==> config.mk <==
export PLATFORM = sky130hd
export DESIGN_NAME = dma_rd_top
export DESIGN_NICKNAME = d
export VERILOG_FILES = /design/src/design/dma_rd_seq_pkg.sv /design/src/design/dma_rd_cfg_pkg.sv /design/src/design/dma_rd_top.sv /design/src/design/dma_rd_data_path.sv /design/src/design/dma_rd_req_gen.sv /design/src/design/dma_rd_cfg_regs.sv /design/src/design/dma_rd_sequencer.sv
export SDC_FILE = /design/constraint.sdc
export NUM_CORES = 1
export LEC_CHECK = 0
export BUFFER_PORTS_ARGS = -buffer_cell sky130_fd_sc_hd__clkbuf_2
export CORE_AREA = 8 8 280 282
export CTS_CLUSTER_SIZE = 24
export DETAILED_ROUTE_END_ITERATION = 10
export DIE_AREA = 0 0 288 290
export GPL_ROUTABILITY_DRIVEN = 0
export HOLD_SLACK_MARGIN = 0.06
export PLACE_DENSITY = 0.37
export SYNTH_ARGS = -nofsm -noshare
export SYNTH_HDL_FRONTEND = slang
export SYNTH_SLANG_ARGS = --single-unit
==> constraint.sdc <==
create_clock -name clk -period 6.95 [get_ports clk]
set_input_delay 0.695 -clock clk [delete_from_list [all_inputs] [get_ports clk]]
set_output_delay 0.695 -clock clk [all_outputs]
set_load 0.01 [all_outputs]
==> src/design/dma_rd_seq_pkg.sv <==
package dma_rd_seq_pkg;

    typedef enum logic [2:0] {
        idle,
        pingpong_check,
        out_req,
        ping_rd,
        pong_rd,
        out_resp
    } seq_state_t;

    // segment selector values follow the low bit of the segment counter
    localparam logic SEG_PING = 1'b0;
    localparam logic SEG_PONG = 1'b1;

endpackage

==> src/design/dma_rd_cfg_pkg.sv <==
package dma_rd_cfg_pkg;

    // L2 data memory side
    localparam int RAM_ADDR_W = 13;
    localparam int SEG_LEN_W  = 13;

    // NoC destination side
    localparam int NOC_ADDR_W = 25;

    // one extra bit so the counter can hold two segments per pair
    localparam int PAIR_NUM_W = 11;
    localparam int SEG_CNT_W  = PAIR_NUM_W + 1;

    localparam int DATA_W = 256;

    // word address into L2
    typedef logic [RAM_ADDR_W-1:0] ram_addr_t;
    // segment length, beats minus one
    typedef logic [SEG_LEN_W-1:0]  seg_len_t;
    typedef logic [NOC_ADDR_W-1:0] noc_addr_t;
    typedef logic [PAIR_NUM_W-1:0] pair_num_t;
    // completed segments with ping or pong in the low bit
    typedef logic [SEG_CNT_W-1:0]  seg_cnt_t;

endpackage
==> src/design/dma_rd_top.sv <==
`timescale 1ns/1ps

module dma_rd_top import dma_rd_cfg_pkg::*; (
    input  logic                clk,
    input  logic                rst_n,

    input  logic                core_cmd_req,
    output logic                core_cmd_gnt,
    input  ram_addr_t           core_cfg_ping_base,
    input  ram_addr_t           core_cfg_pong_base,
    input  seg_len_t            core_cfg_ping_len,
    input  seg_len_t            core_cfg_pong_len,
    input  logic                core_cfg_pingpong_en,
    input  pair_num_t           core_cfg_pair_num,
    input  noc_addr_t           core_cfg_noc_base_addr,

    input  logic                noc_cmd_req,
    output logic                noc_cmd_gnt,
    input  ram_addr_t           noc_cfg_ping_base,
    input  ram_addr_t           noc_cfg_pong_base,
    input  seg_len_t            noc_cfg_ping_len,
    input  seg_len_t            noc_cfg_pong_len,
    input  logic                noc_cfg_pingpong_en,
    input  pair_num_t           noc_cfg_pair_num,

    output logic                noc_out_req,
    input  logic                noc_out_gnt,
    output noc_addr_t           cfg_base_addr,
    output seg_len_t            cfg_len,
    output logic                cfg_mode,

    output logic [DATA_W-1:0]   out_data,
    output logic                out_valid,
    output logic                out_last,
    input  logic                out_ready,

    input  logic                wr_resp,
    input  logic [1:0]          pingpong_state,
    output logic                pingpong_rd_done,
    output logic                transaction_done,

    output logic                l2_req,
    input  logic                l2_gnt,
    output ram_addr_t           l2_addr,
    input  logic                l2_valid,
    input  logic [DATA_W-1:0]   l2_data,
    output logic                l2_ready
);

    // sequencer control towards the other blocks
    logic       cfg_load;
    logic       cfg_src_noc;
    logic       seg_start;
    logic       seg_sel;
    logic       seg_active;
    logic       last_pair;

    // per-segment handshakes back to the sequencer
    logic       seg_end;
    logic       req_done;

    // latched configuration
    ram_addr_t  seg_base;
    seg_len_t   seg_len;
    logic       pingpong_en;
    pair_num_t  pair_num;

    dma_rd_sequencer u_sequencer (.*);

    dma_rd_cfg_regs u_cfg_regs (.*);

    dma_rd_req_gen u_req_gen (.*);

    dma_rd_data_path u_data_path (.*);

endmodule

==> src/design/dma_rd_data_path.sv <==
`timescale 1ns/1ps

module dma_rd_data_path
    import dma_rd_cfg_pkg::*;
    import dma_rd_seq_pkg::*;
(
    input  logic                clk,
    input  logic                rst_n,

    input  logic                seg_active,
    input  logic                seg_sel,
    input  seg_len_t            seg_len,
    input  logic                cfg_mode,
    input  logic                pingpong_en,
    input  logic                last_pair,
    input  logic                l2_valid,
    input  logic [DATA_W-1:0]   l2_data,
    input  logic                out_ready,

    output logic [DATA_W-1:0]   out_data,
    output logic                out_valid,
    output logic                out_last,
    output logic                l2_ready,
    output logic                seg_end,
    output logic                pingpong_rd_done
);

    seg_len_t beat_cnt;
    logic     beat_fire;
    logic     final_beat;
    logic     last_rule;

    // beats pass straight through while a segment is being read
    assign out_data  = l2_data;
    assign out_valid = seg_active & l2_valid;
    assign l2_ready  = seg_active & out_ready;
    assign beat_fire = out_valid & out_ready;

    assign final_beat = (beat_cnt == seg_len);

    // NoC read closes the packet only at the very end of its stream
    always_comb begin
        if (!cfg_mode) begin
            last_rule = 1'b1;
        end else if (seg_sel == SEG_PONG) begin
            last_rule = last_pair;
        end else begin
            last_rule = ~pingpong_en;
        end
    end

    assign out_last         = out_valid & final_beat & last_rule;
    assign seg_end          = beat_fire & final_beat;
    assign pingpong_rd_done = seg_end & pingpong_en;

    always_ff @(posedge clk or negedge rst_n) begin
        if (!rst_n) begin
            beat_cnt <= '0;
        end else if (beat_fire) begin
            beat_cnt <= final_beat ? '0 : beat_cnt + 1'b1;
        end
    end

endmodule

==> src/design/dma_rd_req_gen.sv <==
`timescale 1ns/1ps

module dma_rd_req_gen import dma_rd_cfg_pkg::*; (
    input  logic        clk,
    input  logic        rst_n,

    input  logic        seg_start,
    input  logic        seg_active,
    input  logic        seg_end,
    input  ram_addr_t   seg_base,
    input  seg_len_t    seg_len,
    input  logic        l2_gnt,

    output logic        l2_req,
    output ram_addr_t   l2_addr,
    output logic        req_done
);

    ram_addr_t req_addr;
    seg_len_t  req_cnt;
    logic      req_en;
    logic      req_fire;

    assign l2_req   = seg_active & req_en;
    assign l2_addr  = req_addr;
    assign req_fire = l2_req & l2_gnt;
    assign req_done = req_fire & (req_cnt == seg_len);

    always_ff @(posedge clk or negedge rst_n) begin
        if (!rst_n) begin
            req_addr <= '0;
            req_cnt  <= '0;
            req_en   <= 1'b1;
        end else begin
            if (seg_start) begin
                req_addr <= seg_base;
                req_cnt  <= '0;
            end else if (req_done) begin
                // all requests issued while data may still be in flight
                req_en <= 1'b0;
            end else if (req_fire) begin
                req_addr <= req_addr + 1'b1;
                req_cnt  <= req_cnt + 1'b1;
            end

            // re-arm once the last beat has left
            if (seg_end) begin
                req_en <= 1'b1;
            end
        end
    end

endmodule

==> src/design/dma_rd_cfg_regs.sv <==
`timescale 1ns/1ps

module dma_rd_cfg_regs
    import dma_rd_cfg_pkg::*;
    import dma_rd_seq_pkg::*;
(
    input  logic        clk,
    input  logic        rst_n,

    input  logic        cfg_load,
    input  logic        cfg_src_noc,

    input  ram_addr_t   core_cfg_ping_base,
    input  ram_addr_t   core_cfg_pong_base,
    input  seg_len_t    core_cfg_ping_len,
    input  seg_len_t    core_cfg_pong_len,
    input  logic        core_cfg_pingpong_en,
    input  pair_num_t   core_cfg_pair_num,
    input  noc_addr_t   core_cfg_noc_base_addr,

    input  ram_addr_t   noc_cfg_ping_base,
    input  ram_addr_t   noc_cfg_pong_base,
    input  seg_len_t    noc_cfg_ping_len,
    input  seg_len_t    noc_cfg_pong_len,
    input  logic        noc_cfg_pingpong_en,
    input  pair_num_t   noc_cfg_pair_num,

    input  logic        seg_sel,
    input  logic        req_done,

    output ram_addr_t   seg_base,
    output seg_len_t    seg_len,
    output logic        pingpong_en,
    output pair_num_t   pair_num,
    output noc_addr_t   cfg_base_addr,
    output seg_len_t    cfg_len
);

    ram_addr_t ping_base;
    ram_addr_t pong_base;
    seg_len_t  ping_len;
    seg_len_t  pong_len;

    assign seg_base = (seg_sel == SEG_PONG) ? pong_base : ping_base;
    assign seg_len  = (seg_sel == SEG_PONG) ? pong_len : ping_len;
    assign cfg_len  = seg_len;

    always_ff @(posedge clk or negedge rst_n) begin
        if (!rst_n) begin
            ping_base     <= '0;
            pong_base     <= '0;
            ping_len      <= '0;
            pong_len      <= '0;
            pingpong_en   <= 1'b0;
            pair_num      <= '0;
            cfg_base_addr <= '0;
        end else if (cfg_load) begin
            ping_base     <= cfg_src_noc ? noc_cfg_ping_base : core_cfg_ping_base;
            pong_base     <= cfg_src_noc ? noc_cfg_pong_base : core_cfg_pong_base;
            ping_len      <= cfg_src_noc ? noc_cfg_ping_len : core_cfg_ping_len;
            pong_len      <= cfg_src_noc ? noc_cfg_pong_len : core_cfg_pong_len;
            pingpong_en   <= cfg_src_noc ? noc_cfg_pingpong_en : core_cfg_pingpong_en;
            pair_num      <= cfg_src_noc ? noc_cfg_pair_num : core_cfg_pair_num;
            // a NoC read answers into the requester's window from offset zero
            cfg_base_addr <= cfg_src_noc ? '0 : core_cfg_noc_base_addr;
        end else if (req_done) begin
            // next segment lands right after this one's beats
            cfg_base_addr <= cfg_base_addr + noc_addr_t'(seg_len) + 1'b1;
        end
    end

endmodule

==> src/design/dma_rd_sequencer.sv <==
`timescale 1ns/1ps

module dma_rd_sequencer
    import dma_rd_cfg_pkg::*;
    import dma_rd_seq_pkg::*;
(
    input  logic        clk,
    input  logic        rst_n,

    input  logic        core_cmd_req,
    input  logic        noc_cmd_req,
    input  logic        noc_out_gnt,
    input  logic        wr_resp,
    input  logic [1:0]  pingpong_state,
    input  logic        seg_end,
    input  pair_num_t   pair_num,

    output logic        core_cmd_gnt,
    output logic        noc_cmd_gnt,
    output logic        noc_out_req,
    output logic        cfg_load,
    output logic        cfg_src_noc,
    output logic        cfg_mode,
    output logic        seg_start,
    output logic        seg_sel,
    output logic        seg_active,
    output logic        transaction_done,
    output logic        last_pair
);

    seq_state_t state;
    seq_state_t state_nxt;
    seg_cnt_t   seg_cnt;
    seg_cnt_t   seg_cnt_nxt;
    seg_cnt_t   seg_cnt_inc;
    logic       first_done;
    logic       first_done_nxt;
    logic       mode_nxt;
    logic       done_set;
    logic       out_gnt_eff;
    logic       buf_ready;
    logic       pairs_done;

    assign seg_cnt_inc = seg_cnt + 1'b1;
    assign seg_sel     = seg_cnt[0] ? SEG_PONG : SEG_PING;
    assign seg_active  = (state == ping_rd) || (state == pong_rd);

    // two segments per pair, so the pair count is the counter without its low bit
    assign pairs_done = (seg_cnt[SEG_CNT_W-1:1] == pair_num);
    // seen from inside the segment still running
    assign last_pair  = (seg_cnt_inc[SEG_CNT_W-1:1] == pair_num);

    assign buf_ready = (seg_sel == SEG_PONG) ? pingpong_state[1] : pingpong_state[0];

    // NoC read keeps the output port once the first segment went out
    assign out_gnt_eff = noc_out_gnt | (cfg_mode & first_done);

    always_comb begin
        state_nxt      = state;
        seg_cnt_nxt    = seg_cnt;
        first_done_nxt = first_done;
        mode_nxt       = cfg_mode;
        done_set       = 1'b0;
        core_cmd_gnt   = 1'b0;
        noc_cmd_gnt    = 1'b0;
        noc_out_req    = 1'b0;
        cfg_load       = 1'b0;
        cfg_src_noc    = 1'b0;
        seg_start      = 1'b0;

        case (state)
            idle: begin
                // core wins when both ask in the same cycle
                if (core_cmd_req) begin
                    core_cmd_gnt = 1'b1;
                    cfg_load     = 1'b1;
                    mode_nxt     = 1'b0;
                    state_nxt    = out_req;
                end else if (noc_cmd_req) begin
                    noc_cmd_gnt = 1'b1;
                    cfg_load    = 1'b1;
                    cfg_src_noc = 1'b1;
                    mode_nxt    = 1'b1;
                    state_nxt   = out_req;
                end
            end
            pingpong_check: begin
                if (pairs_done) begin
                    seg_cnt_nxt    = '0;
                    first_done_nxt = 1'b0;
                    done_set       = ~cfg_mode;
                    state_nxt      = idle;
                end else if (buf_ready) begin
                    state_nxt = out_req;
                end
            end
            out_req: begin
                noc_out_req = 1'b1;
                if (out_gnt_eff) begin
                    seg_start = 1'b1;
                    state_nxt = (seg_sel == SEG_PONG) ? pong_rd : ping_rd;
                end
            end
            ping_rd, pong_rd: begin
                if (seg_end) begin
                    seg_cnt_nxt    = seg_cnt_inc;
                    first_done_nxt = 1'b1;
                    // only a NoC write from the core gets a response
                    state_nxt      = cfg_mode ? pingpong_check : out_resp;
                end
            end
            out_resp: begin
                if (wr_resp) begin
                    state_nxt = pingpong_check;
                end
            end
            default: begin
                state_nxt = idle;
            end
        endcase
    end

    always_ff @(posedge clk or negedge rst_n) begin
        if (!rst_n) begin
            state            <= idle;
            seg_cnt          <= '0;
            first_done       <= 1'b0;
            cfg_mode         <= 1'b0;
            transaction_done <= 1'b0;
        end else begin
            state            <= state_nxt;
            seg_cnt          <= seg_cnt_nxt;
            first_done       <= first_done_nxt;
            cfg_mode         <= mode_nxt;
            transaction_done <= done_set;
        end
    end

endmodule

# After elaboration in Yosys (flattened, before gate mapping)
# Index checks and enable logic that the tools add are counted.
# word_totals
register_bits	147
in_bits	420
out_inout_bits	317
word_cells	121
# classes
n_eq_ne	17
reduce_logical	13
n_mux	55
add_sub_neg	6
bitwise	14
# op_table
cell	n
$mux 13	13
$mux 25	3
$add 13x1->13 const B	3
$mux 3	9
$eq 13x13->1	2
$add 25x1->25 const B	1
$add 25x13->25	1
$mux 1	24
$mux 12	2
$pmux 12 s2	1
$eq 11x11->1	2
$pmux 3 s5	1
$add 12x1->12 const B	1
$and 1x1->1	11
$mux 11	1
$reduce_bool 2->1	5
$ne 2x1->1 const B	4
$eq 3x2->1 const B	2
$eq 3x3->1 const B	2
$reduce_and 2->1	3
$reduce_and 5->1	1
$ne 2x2->1 const B	2
$eq 3x1->1 const B	1
$logic_not 3->1	1
other kinds (8)	9

# Longest topological paths before layout
# logic_depth
word_depth	8
mapped_depth	12
ltp_nobuf	11

# By module
# From an unflattened synthesis, not the netlist that was laid out.
# unflattened
hier_cells	1265
hier_area_um2	11295.8
# by_module_without_submodules
mod	seq_area_each_um2	cells_each	area_per_inst_um2	n_inst
dma_rd_cfg_regs	2227.1	548	5246.3	1
dma_rd_data_path	325.3	349	2842.7	1
dma_rd_req_gen	676.9	203	1756.7	1
dma_rd_sequencer	450.4	165	1450.1	1

# Worst setup path after synthesis
# OpenSTA, ideal clock, no wires.
# synth_timing
kind	register to register
startpoint	register u_sequencer.seg_cnt[0]
endpoint	register u_cfg_regs.cfg_base_addr[24]
path_stages_with_launch	13
path_slack_ns	3.882
setup_ns	0.096
period_less_slack_ns	3.068
arrival_time_ns	2.972
cell_sequence	dfrtp_1 > buf_6 > mux2i_2 > ha_1 > inv_1 > fa_1 > a211oi_1 > nor2_1 > o31a_1 > a221oi_2 > nor2_1 > and4_1 > nor4_2
# synth_via
elab_chain_cells	6
# synth_rtl
item	line	text
from (decl)	dma_rd_sequencer.sv:33	seg_cnt_t seg_cnt;
from (signal assigned)	dma_rd_sequencer.sv:132	seg_cnt <= seg_cnt_nxt;
$mux 1 (*)	dma_rd_sequencer.sv:45	assign seg_sel = seg_cnt[0] ? SEG_PONG : SEG_PING;
$mux 13 (*)	dma_rd_cfg_regs.sv:45	assign seg_len = (seg_sel == SEG_PONG) ? pong_len : ping_len;
$add 25x13->25	dma_rd_cfg_regs.sv:68	cfg_base_addr <= cfg_base_addr + noc_addr_t'(seg_len) + 1'b1;
$add 25x1->25	dma_rd_cfg_regs.sv:68	
$mux 25	dma_rd_cfg_regs.sv:66	end else if (req_done) begin
$mux 25	dma_rd_cfg_regs.sv:57	end else if (cfg_load) begin
to (signal assigned)	dma_rd_cfg_regs.sv:65	cfg_base_addr <= cfg_src_noc ? '0 : core_cfg_noc_base_addr;
to (signal assigned)	dma_rd_cfg_regs.sv:68	
to (decl)	dma_rd_cfg_regs.sv:35	output noc_addr_t cfg_base_addr,
# Every way passes the cells marked *; elsewhere a longest branch is shown, timed or not. The select of a mux whose other input is x is not followed.
# A chain may end at the register's enable or synchronous reset.

# Final worst setup path
# layout_timing
startpoint	register u_sequencer.seg_cnt[0]
endpoint	output port out_last
# layout_via
elab_chain_cells	5
# layout_rtl
item	line	text
$add 12x1->12 or $mux 1 (tied branches)	dma_rd_sequencer.sv:44, dma_rd_sequencer.sv:45	
$eq 11x11->1 or $mux 13 (tied branches)	dma_rd_sequencer.sv:51, dma_rd_cfg_regs.sv:45	
$mux 1 or $eq 13x13->1 (tied branches)	dma_rd_data_path.sv:45, dma_rd_data_path.sv:39	
$mux 1 or $and 1x1->1 (tied branches)	dma_rd_data_path.sv:43, dma_rd_data_path.sv:52	
$and 1x1->1 (*)	dma_rd_data_path.sv:52	assign out_last = out_valid & final_beat & last_rule;
to (decl)	dma_rd_top.sv:34	output logic out_last,
# Every way passes the cells marked *; elsewhere a longest branch is shown, timed or not.

==> results.py <==
metrics = {
    "status": {
        "outcome": "finished clean",
    },
    "worst_hold_path": {
        "holdCritPathClass": "in2async",
    },
    "final_layout": {
        "area_growth_pct": 7.47,
        "nNetsFinal": 1623,
        "finish.utilization_pct": 16.0,
        "drive_gt1_share_pct": 25.4,
        "instances_no_fill": 2170,
    },
    "logic_synthesis": {
        "netlist_instances": 1251,
        "yosysSeqAreaShare_pct": 33.5,
        "synth_edf_count": 0,
        "synthArstFlopShare_pct": 100,
        "synthFlopType": "dfrtp_1",
        "avgSynthCellArea_um2": 8.77,
        "netlist_area_um2": 11000,
        "yosys_warnings": 0,
        "ys_types": 70,
        "syn-num-nets": 1689,
        "ys_ff_latch": 147,
    },
    "worst_setup_path": {
        "r2r-start": "u_sequencer.seg_cnt[0]",
        "r2r_slack_ps": 2730,
        "worstPathRequired_ps": 6250,
        "slowest_delay_ps": 520,
        "r2r-end": "u_cfg_regs.cfg_base_addr[24]",
        "arrival_ps": 3600,
        "cp_slowest_cell": "dfrtp_2",
        "path_max_fanout": 38,
        "cp-end-kind": "primary output",
        "path_class": "reg2out",
        "crit_chain": "buf_4 > ha_1 > and4_1 > and4_1 > mux2_2 > mux2_2 > o21ai_0 > a31oi_1 > nor2_1 > clkbuf_2",
        "rr_worst_depth": 12,
        "start_kind": "flip-flop",
    },
    "floorplanning": {
        "core-area_um2": 73800,
        "die_y_um": 290,
        "core.rowCount": 100,
        "io_pins": 737,
        "die_area_um2": 83500,
        "initial_core_util_pct": 14.9,
        "fp.dieW_um": 288,
    },
    "clocking": {
        "cts_hold_buf": 0,
        "cts_root_buf": "clkbuf_16",
        "insertion_delay_ps": 470,
        "h-tree-depth": 4,
        "numCtsBuffers": 17,
        "post_cts_resized": 0,
        "cts_sinks": 147,
        "clkTransAtPathRegs_ps": 70,
        "cts_tree": "built",
        "cts_setup_buffers": 0,
        "clock_path_buffers": 2,
    },
    "routing": {
        "firstDrtPassIters": 5,
        "num_vias": 8472,
        "drc": 0,
        "routed_via_density": 3.90,
        "drtIter0Drc": 474,
        "drt_wl_total_um": 45100,
        "route.detailed.wl_per_inst_um": 20.8,
        "ant_nets": 0,
    },
    "timing": {
        "post-route-period-util_pct": 61.8,
        "holdWs_ps": 169,
        "fin_skew_ps": 10.1,
        "relSlewSlack_pct": 26.5,
        "rsz0062_at_grt": "false",
        "setup_violations": 0,
        "setup_tns_ps": 0,
        "tightest_slew_ps": 1100,
        "finalHoldViolCount": 0,
        "timing.fmax_mhz": 233,
        "drv_slew": 0,
        "min_period_ps": 4300,
    },
    "global_routing": {
        "antenna_found_initial": 5,
        "overflow": 0,
        "grt_pass1_wl_um": 64300,
        "grt_pass1_vias": 8917,
        "grt_max_degree": 82,
        "grt.total_usage_pct": 10.6,
    },
    "pwr": {
        "finalPower_uw": 4890,
        "ir_drop_uv": 157,
        "power.leakage_uw": 0.00492,
        "power.density_nw_per_um2": 415,
    },
    "place": {
        "placed_cells": 2135,
        "dp_hpwl_um": 35600,
        "io_buffer_count": 224,
    },
    "job": {
        "drv_cap": 0,
    },
}
## registers in the layout (all words and copies together) (netlist names), 3 cells and up
register / count
u_data_path.beat_cnt: 13
u_req_gen.l2_addr: 13
u_sequencer.state: 3
u_cfg_regs.pong_len: 13
u_cfg_regs.pong_base: 13
u_cfg_regs.cfg_base_addr: 25
u_sequencer.seg_cnt: 12
u_cfg_regs.pair_num: 11
u_cfg_regs.ping_len: 13
u_req_gen.req_cnt: 13
u_cfg_regs.ping_base: 13
## report_power, final
part	switching, uW	internal, uW
clock	445	538
sequential	370	1160
combinational	1420	949
## routing by layer
metal | vias up | global-route usage [%] | wire length [um]
li1 | 3932 | - | -
met1 | 3990 | 12.0 | 18200
met2 | 401 | 16.3 | 20000
met3 | 145 | 4.94 | 4390
met4 | 4 | 6.09 | 2420
met5 | - | 0 | 27
## kinds of logic after synthesis
| family | Yosys count | synth area share (%) |
|---|---|---|
| simple gates | 345 | 15.7 |
| mux | 91 | 8.61 |
| xor+xnor | 76 | 6.07 |
| compound gates | 236 | 13.2 |
| flops | 147 | 33.5 |
| buf+inv | 338 | 20.8 |
| fa+ha+maj | 18 | 2.12 |
## worst max-delay path, delay by kind of cell (launching register included)
family,cells,cell delay [ps]
and+or+nand+nor,3,690
buffers and inverters,2,670
muxes,2,600
DFF,1,520
adders and majority gates,1,350
AOI/OAI and AO/OA,2,240
## area by class of cell
class	instances	area, um2
antenna	3	7.51
clock buffer	17	425
clock inverter	15	173
fill	8431	62000
inverter	20	75.1
multi-input combinational	766	5020
sequential	147	3680
tap	969	1210
timing repair buffer	233	1190
## cell usage in the layout (no fill, tap or decap), drive strengths merged, types with 15 or more instances in the layout
| master | count |
|---|---|
| a211oi | 18 |
| a21oi | 48 |
| and3 | 19 |
| clkbuf | 240 |
| dfrtp | 146 |
| ha | 17 |
| inv | 26 |
| mux2i | 89 |
| nand2 | 134 |
| nand3 | 31 |
| nand4 | 17 |
| nor2 | 55 |
| nor2b | 15 |
| nor3 | 19 |
| o21ai | 105 |
| xnor2 | 48 |
| xor2 | 28 |
## Yosys cell counts (11+ instances only)
master | n | area [um2]
and3_1 | 19 | 119
dfrtp_1 | 146 | 3650
nor2b_1 | 15 | 93.8
inv_1 | 20 | 75.1
xnor2_1 | 48 | 420
a211oi_1 | 13 | 97.6
clkbuf_1 | 40 | 150
a21oi_1 | 48 | 240
nor3_1 | 19 | 95.1
buf_4 | 259 | 1940
nor2_1 | 53 | 199
nand2_1 | 133 | 499
nand4_1 | 16 | 100
mux2i_1 | 83 | 831
a31oi_1 | 11 | 68.8
o21ai_0 | 100 | 500
nand3_1 | 31 | 155
ha_1 | 17 | 213
xor2_1 | 28 | 245
## how the worst max path moves through the flow
| stage | startpoint | end | slack (ps) | cells after the start |
|---|---|---|---|---|
| finish | u_sequencer.seg_cnt[0] | out_last | 2650 | 10 |
| global route | u_sequencer.seg_cnt[0] | out_last | 2300 | 10 |
| CTS | u_sequencer.seg_cnt[0] | out_last | 2530 | 10 |
| detailed placement | u_sequencer.seg_cnt[0] | u_cfg_regs.cfg_base_addr[24] | 2700 | 12 |
| global placement | u_sequencer.seg_cnt[0] | u_cfg_regs.cfg_base_addr[24] | 2810 | 12 |
| floorplan | u_sequencer.seg_cnt[0] | u_cfg_regs.cfg_base_addr[24] | 3880 | 12 |
## stage by stage
step / setup WS, ps / instance area (um2)
3_5_place_dp: 2700 / 11200
3_3_place_gp: 2810 / 11200
6_report: 2650 / 11800
5_1_grt: 2300 / 11800
4_1_cts: 2530 / 11800
2_1_floorplan: 3880 / 11000
No activity file was read; power rests on OpenSTA's default activity.
